<file path="src/adc_pkg.sv">
// ADC front end shared types
`default_nettype none

package adc_pkg;

   // ========================================================================
   // converter widths and codes
   // ========================================================================

   // data bits delivered by each ADC channel
   localparam int ADC_WIDTH = 14;

   // offset binary code for a zero input
   localparam logic [ADC_WIDTH-1:0] MID_SCALE = 14'd8192;

   // ========================================================================
   // sample and status types
   // ========================================================================

   // raw word as seen on the ADC pins or sent to the DAC
   typedef logic [ADC_WIDTH-1:0] t_adc_raw;

   // normalized sample, two's complement
   typedef logic signed [ADC_WIDTH-1:0] t_sample;

   // per channel result, 17 bits
   typedef struct packed {
      t_sample sample;
      // zero counts as positive
      logic    positive;
      // one cycle pulse on a sign change
      logic    crossing;
      logic    over_range;
   } t_chan_status;

   // half bridge gate pair
   typedef struct packed {
      logic hi;
      logic lo;
   } t_gate;

   // {positive A, positive B}
   typedef logic [1:0] t_quadrant;

endpackage

`default_nettype wire

</file>
<file path="src/adc_channel.sv">
// Single ADC channel capture
`timescale 1ns/1ps
`default_nettype none

module adc_channel
   import adc_pkg::*;
(
   input  wire          ADA_DCO,
   input  wire          i_reset,
   // raw pins from the converter
   input  wire t_adc_raw i_data,
   input  wire          i_over_range,
   // 1 selects two's complement
   input  wire          i_format,
   output t_chan_status o_status
);

   // ========================================================================
   // format normalization
   // ========================================================================

   t_sample sample_next;
   logic    positive_next;

   always_comb begin
      if (i_format) begin
         // already two's complement
         sample_next = t_sample'(i_data);
      end else begin
         // offset binary, flip the msb
         sample_next = t_sample'({~i_data[ADC_WIDTH-1], i_data[ADC_WIDTH-2:0]});
      end
      positive_next = ~sample_next[ADC_WIDTH-1];
   end

   // ========================================================================
   // status register
   // ========================================================================

   // the registered positive flag is the previous sign seen by the
   // crossing detector, so the strobe lines up with the new sign
   always_ff @(posedge ADA_DCO) begin
      if (i_reset) begin
         o_status.sample     <= '0;
         o_status.positive   <= 1'b1;
         o_status.crossing   <= 1'b0;
         o_status.over_range <= 1'b0;
      end else begin
         o_status.sample     <= sample_next;
         o_status.positive   <= positive_next;
         // one cycle high when the sign flips
         o_status.crossing   <= positive_next ^ o_status.positive;
         o_status.over_range <= i_over_range;
      end
   end

endmodule

`default_nettype wire

</file>
<file path="src/bridge_control.sv">
// Bridge gate drive and DAC copy-out
`timescale 1ns/1ps
`default_nettype none

module bridge_control
   import adc_pkg::*;
#(
   parameter int DEAD_TIME = 4
) (
   input  wire          ADA_DCO,
   input  wire          i_reset,
   input  wire t_chan_status i_chan_a,
   input  wire t_chan_status i_chan_b,
   // converter on switch
   input  wire          i_enable,
   output t_adc_raw     o_da,
   output t_adc_raw     o_db,
   output t_quadrant    o_quadrant,
   output t_gate        o_gate,
   // active low
   output logic [7:0]   o_leds
);

   // counter holds up to DEAD_TIME-1
   localparam int CNT_W = (DEAD_TIME > 1) ? $clog2(DEAD_TIME) : 1;
   localparam logic [CNT_W-1:0] DEAD_LOAD = CNT_W'(DEAD_TIME - 1);

   // back to offset binary for the DAC
   function automatic t_adc_raw to_offset(input t_sample s);
      return {~s[ADC_WIDTH-1], s[ADC_WIDTH-2:0]};
   endfunction

   // ========================================================================
   // DAC words, quadrant and status LEDs
   // ========================================================================

   logic [7:0] leds_next;

   always_comb begin
      // unused LEDs stay dark
      leds_next    = 8'hFF;
      leds_next[0] = ~i_enable;
      leds_next[3] = ~(i_enable & i_chan_a.over_range);
      leds_next[4] = ~(i_enable & i_chan_b.over_range);
   end

   always_ff @(posedge ADA_DCO) begin
      if (i_reset) begin
         o_da       <= MID_SCALE;
         o_db       <= MID_SCALE;
         o_quadrant <= '0;
         o_leds     <= 8'hFF;
      end else begin
         o_da       <= to_offset(i_chan_a.sample);
         o_db       <= to_offset(i_chan_b.sample);
         o_quadrant <= {i_chan_a.positive, i_chan_b.positive};
         o_leds     <= leds_next;
      end
   end

   // ========================================================================
   // dead-timed gate drive
   // ========================================================================

   t_gate            gate_q;
   logic [CNT_W-1:0] dead_cnt;

   // a sign change on A or a disabled converter drops both gates and
   // restarts the dead time, the new gate rises once the count is spent
   always_ff @(posedge ADA_DCO) begin
      if (i_reset) begin
         gate_q   <= '0;
         dead_cnt <= DEAD_LOAD;
      end else if (!i_enable || i_chan_a.crossing) begin
         gate_q   <= '0;
         dead_cnt <= DEAD_LOAD;
      end else if (dead_cnt != '0) begin
         gate_q   <= '0;
         dead_cnt <= dead_cnt - 1'b1;
      end else begin
         gate_q.hi <= i_chan_a.positive;
         gate_q.lo <= ~i_chan_a.positive;
      end
   end

   // switch off takes effect at once
   assign o_gate = i_enable ? gate_q : '0;

endmodule

`default_nettype wire

</file>
<file path="src/resonant_frontend_top.sv">
// Resonant converter ADC front end
`timescale 1ns/1ps
`default_nettype none

module resonant_frontend_top
   import adc_pkg::*;
#(
   parameter int DEAD_TIME = 4
) (
   input  wire          ADA_DCO,
   input  wire          i_reset,
   // ADC channel pins
   input  wire t_adc_raw i_ada_data,
   input  wire t_adc_raw i_adb_data,
   input  wire          i_ada_or,
   input  wire          i_adb_or,
   // data format select and converter switch
   input  wire          i_format,
   input  wire          i_enable,
   // DAC copy-out
   output t_adc_raw     o_da,
   output t_adc_raw     o_db,
   output t_quadrant    o_quadrant,
   output t_gate        o_gate,
   output logic [7:0]   o_leds
);

   // ========================================================================
   // channel capture
   // ========================================================================

   t_chan_status chan_a_status;
   t_chan_status chan_b_status;

   adc_channel chan_a (
      .ADA_DCO      (ADA_DCO),
      .i_reset      (i_reset),
      .i_data       (i_ada_data),
      .i_over_range (i_ada_or),
      .i_format     (i_format),
      .o_status     (chan_a_status)
   );

   // B shares the A data clock
   adc_channel chan_b (
      .ADA_DCO      (ADA_DCO),
      .i_reset      (i_reset),
      .i_data       (i_adb_data),
      .i_over_range (i_adb_or),
      .i_format     (i_format),
      .o_status     (chan_b_status)
   );

   // ========================================================================
   // combiner and gate drive
   // ========================================================================

   bridge_control #(
      .DEAD_TIME (DEAD_TIME)
   ) bridge0 (
      .ADA_DCO    (ADA_DCO),
      .i_reset    (i_reset),
      .i_chan_a   (chan_a_status),
      .i_chan_b   (chan_b_status),
      .i_enable   (i_enable),
      .o_da       (o_da),
      .o_db       (o_db),
      .o_quadrant (o_quadrant),
      .o_gate     (o_gate),
      .o_leds     (o_leds)
   );

endmodule

`default_nettype wire

</file>
<file path="config.mk">
export PLATFORM = sky130hd
export DESIGN_NAME = resonant_frontend_top
export DESIGN_NICKNAME = d
export VERILOG_FILES = /design/src/adc_pkg.sv /design/src/adc_channel.sv /design/src/bridge_control.sv /design/src/resonant_frontend_top.sv
export SDC_FILE = /design/constraint.sdc
export NUM_CORES = 1
export LEC_CHECK = 0
export CORE_MARGIN = 5
export CORE_UTILIZATION = 35
export CTS_CLUSTER_SIZE = 28
export DETAILED_ROUTE_END_ITERATION = 8
export DONT_BUFFER_PORTS = 1
export PLACE_DENSITY = 0.52
export SYNTH_ARGS = -nofsm -noshare
export SYNTH_HDL_FRONTEND = slang
export SYNTH_HIERARCHICAL = 1
export SYNTH_SLANG_ARGS = --single-unit
</file>
<file path="constraint.sdc">
create_clock -name ADA_DCO -period 1.1 [get_ports ADA_DCO]
set_clock_uncertainty 0.05 [all_clocks]
set_input_delay 0.22 -clock ADA_DCO [delete_from_list [all_inputs] [get_ports ADA_DCO]]
set_output_delay 0.22 -clock ADA_DCO [all_outputs]
set_load 0.02 [all_outputs]
</file>
==> metrics.yaml <==
die_h_um: 86.1
maxCapViolCount: 0
grt_max_degree: 67
grt-ovfl-total: 0
route.vias.total: 1143
yosysWarnings: 6
period_minus_slack_ns: 1.08
cp-start-kind: "flop"
clk_pin_slew_ns: 0.07
grt_first_pass_wirelength_mm: 5.78
min_to: "bridge0/dead_cnt[0]"
antennaDiodeCount: 0
hold_viol_final: 0
fp-row-count: 27
critPathTopFamily: "flip-flops"
start_util_pct: 36.3
synth_cells: 165
grt_usage_pct: 10.2
p_leak_nw: 1.12
io-pin-count: 74
place.gp.congestion: 0.688
min_path_type: "input pin to flop"
io_buffers: 0
r2r_setup_slack_ns: 0.05
die_area_um2: 7410
powerDensity_nw_per_um2: 1920
post-route-period-util_pct: 97.9
critical_path_class: "flop to output port"
crit_path_cell_trace: "and2_4"
grt_antenna_before_repair: 0
r2r_start: "bridge0/dead_cnt[0]"
htreeDepth: 3
cts_tree: "built"
critPathMaxFanout: 1
cts-buffers-inserted: 9
setup_tns_ns: 0
vias_per_cell: 4.05
nets: 240
dr.first_iter.drc_count: 21
fin_util_pct: 47.3
drt_wl_total_mm: 3.61
hold_start: "i_enable"
r2r_cells: 4
wire_per_inst_um: 12.8
cts.sinks: 70
r2r_end: "bridge0/dead_cnt[1]"
fin_cells: 282
hold_slack_ns: 0.0788
dp.cells: 231
fmax_mhz: 928
finalPower_mw: 5.06
synth.avg_cell_area_um2: 12.3
synthToLayoutAreaGrowth_pct: 30.0
end_kind: "output port"
worstPathArrival_ns: 0.81
hold_depth: 2
root_buffer: "clkbuf_8"
outcome: "finished clean"
layout_setup_ws_ns: 0.0227
dpl_cell_area_um2: 2060
cts-root-to-sink-buffers: 2
postRouteAntennaNets: 0
die_w_um: 86.1
drt-pass1-iter-count: 3
netlist_area_um2: 2030
crit_buf_inv: 0
grt_setup_unrepaired: "true"
ir_drop_mv: 0.864
drive_gt1_share_pct: 11.4
grt_pass1_vias: 1225
fin_area_um2: 2630
drv_slew: 0
cpPeakStageDelay_ns: 0.32
dp_hpwl_mm: 2.22
fp.coreArea_um2: 5570
setup_violations: 0
pre_cts_slack_ns: 0.0516
cpMaxStageDelayCell: "dfxtp_2"
worstSkewPairLatency_ns: 0.33
required_ns: 0.83
drc_errors: 0
## layout by cell type (no fill, tap or decap), types with 2 or more instances in the layout
| cell | count |
|---|---|
| xnor2_2 | 2 |
| inv_1 | 3 |
| nand2b_1 | 4 |
| nor2b_1 | 62 |
| clkbuf_8 | 11 |
| nand2_1 | 3 |
| and2_4 | 2 |
| dlygate4sd3_1 | 34 |
| dfxtp_1 | 67 |
| conb_1 | 5 |
| clkbuf_1 | 2 |
| dfxtp_2 | 3 |
## power by group
part | internal (mW) | switching [mW]
combinational | 0.175 | 0.0854
clock | 1.17 | 0.859
sequential | 2.66 | 0.107
## sequential cells by signal, indices dropped and copies added (netlist names)
name	count
bridge0/o_quadrant	2
chan_a/o_status	17
bridge0/o_db	14
bridge0/gate_q	2
bridge0/o_da	14
chan_b/o_status	16
bridge0/dead_cnt	2
bridge0/o_leds	3
## per-layer routing
| layer | routed length [um] | global-route usage [%] |
|---|---|---|
| met3 | 427 | 6.63 |
| met4 | 48 | 4.75 |
| met2 | 1760 | 16.0 |
| met1 | 1370 | 10.6 |
| met5 | 0 | 0 |
## area by class of cell
type                       count  area, um^2
clock buffer                  13         159
clock inverter                 3        42.5
fill                         531        2940
inverter                       3        11.3
multi-input combinational     86         566
sequential                    70        1410
tap                           72        90.1
timing repair buffer          35         360
## worst max-delay path by stage
stage | from | end | slack (ns) | cells after the start
floorplan | bridge0/dead_cnt[0] | bridge0/dead_cnt[0] | 0.14 | 4
global placement | bridge0/dead_cnt[0] | bridge0/dead_cnt[0] | 0.12 | 4
detailed placement | bridge0/dead_cnt[0] | bridge0/dead_cnt[1] | 0.05 | 4
CTS | bridge0/gate_q[0] | o_gate[0] | 0.003 | 1
global route | bridge0/dead_cnt[0] | bridge0/dead_cnt[0] | -0.02 | 4
finish | bridge0/gate_q[1] | o_gate[1] | 0.02 | 1
## repair_timing
| item | in CTS | in global routing |
|---|---|---|
| setup buffers | 0 | 0 |
| cloned | 0 | 0 |
| hold buffers | 35 | 1 |
| setup endpoints to repair | 2 | 4 |
| resized for setup | 4 | 3 |
| hold endpoints to repair | 67 | 31 |
| pin swaps | 2 | 2 |
Note: power is estimated with default switching activity, not from simulation.
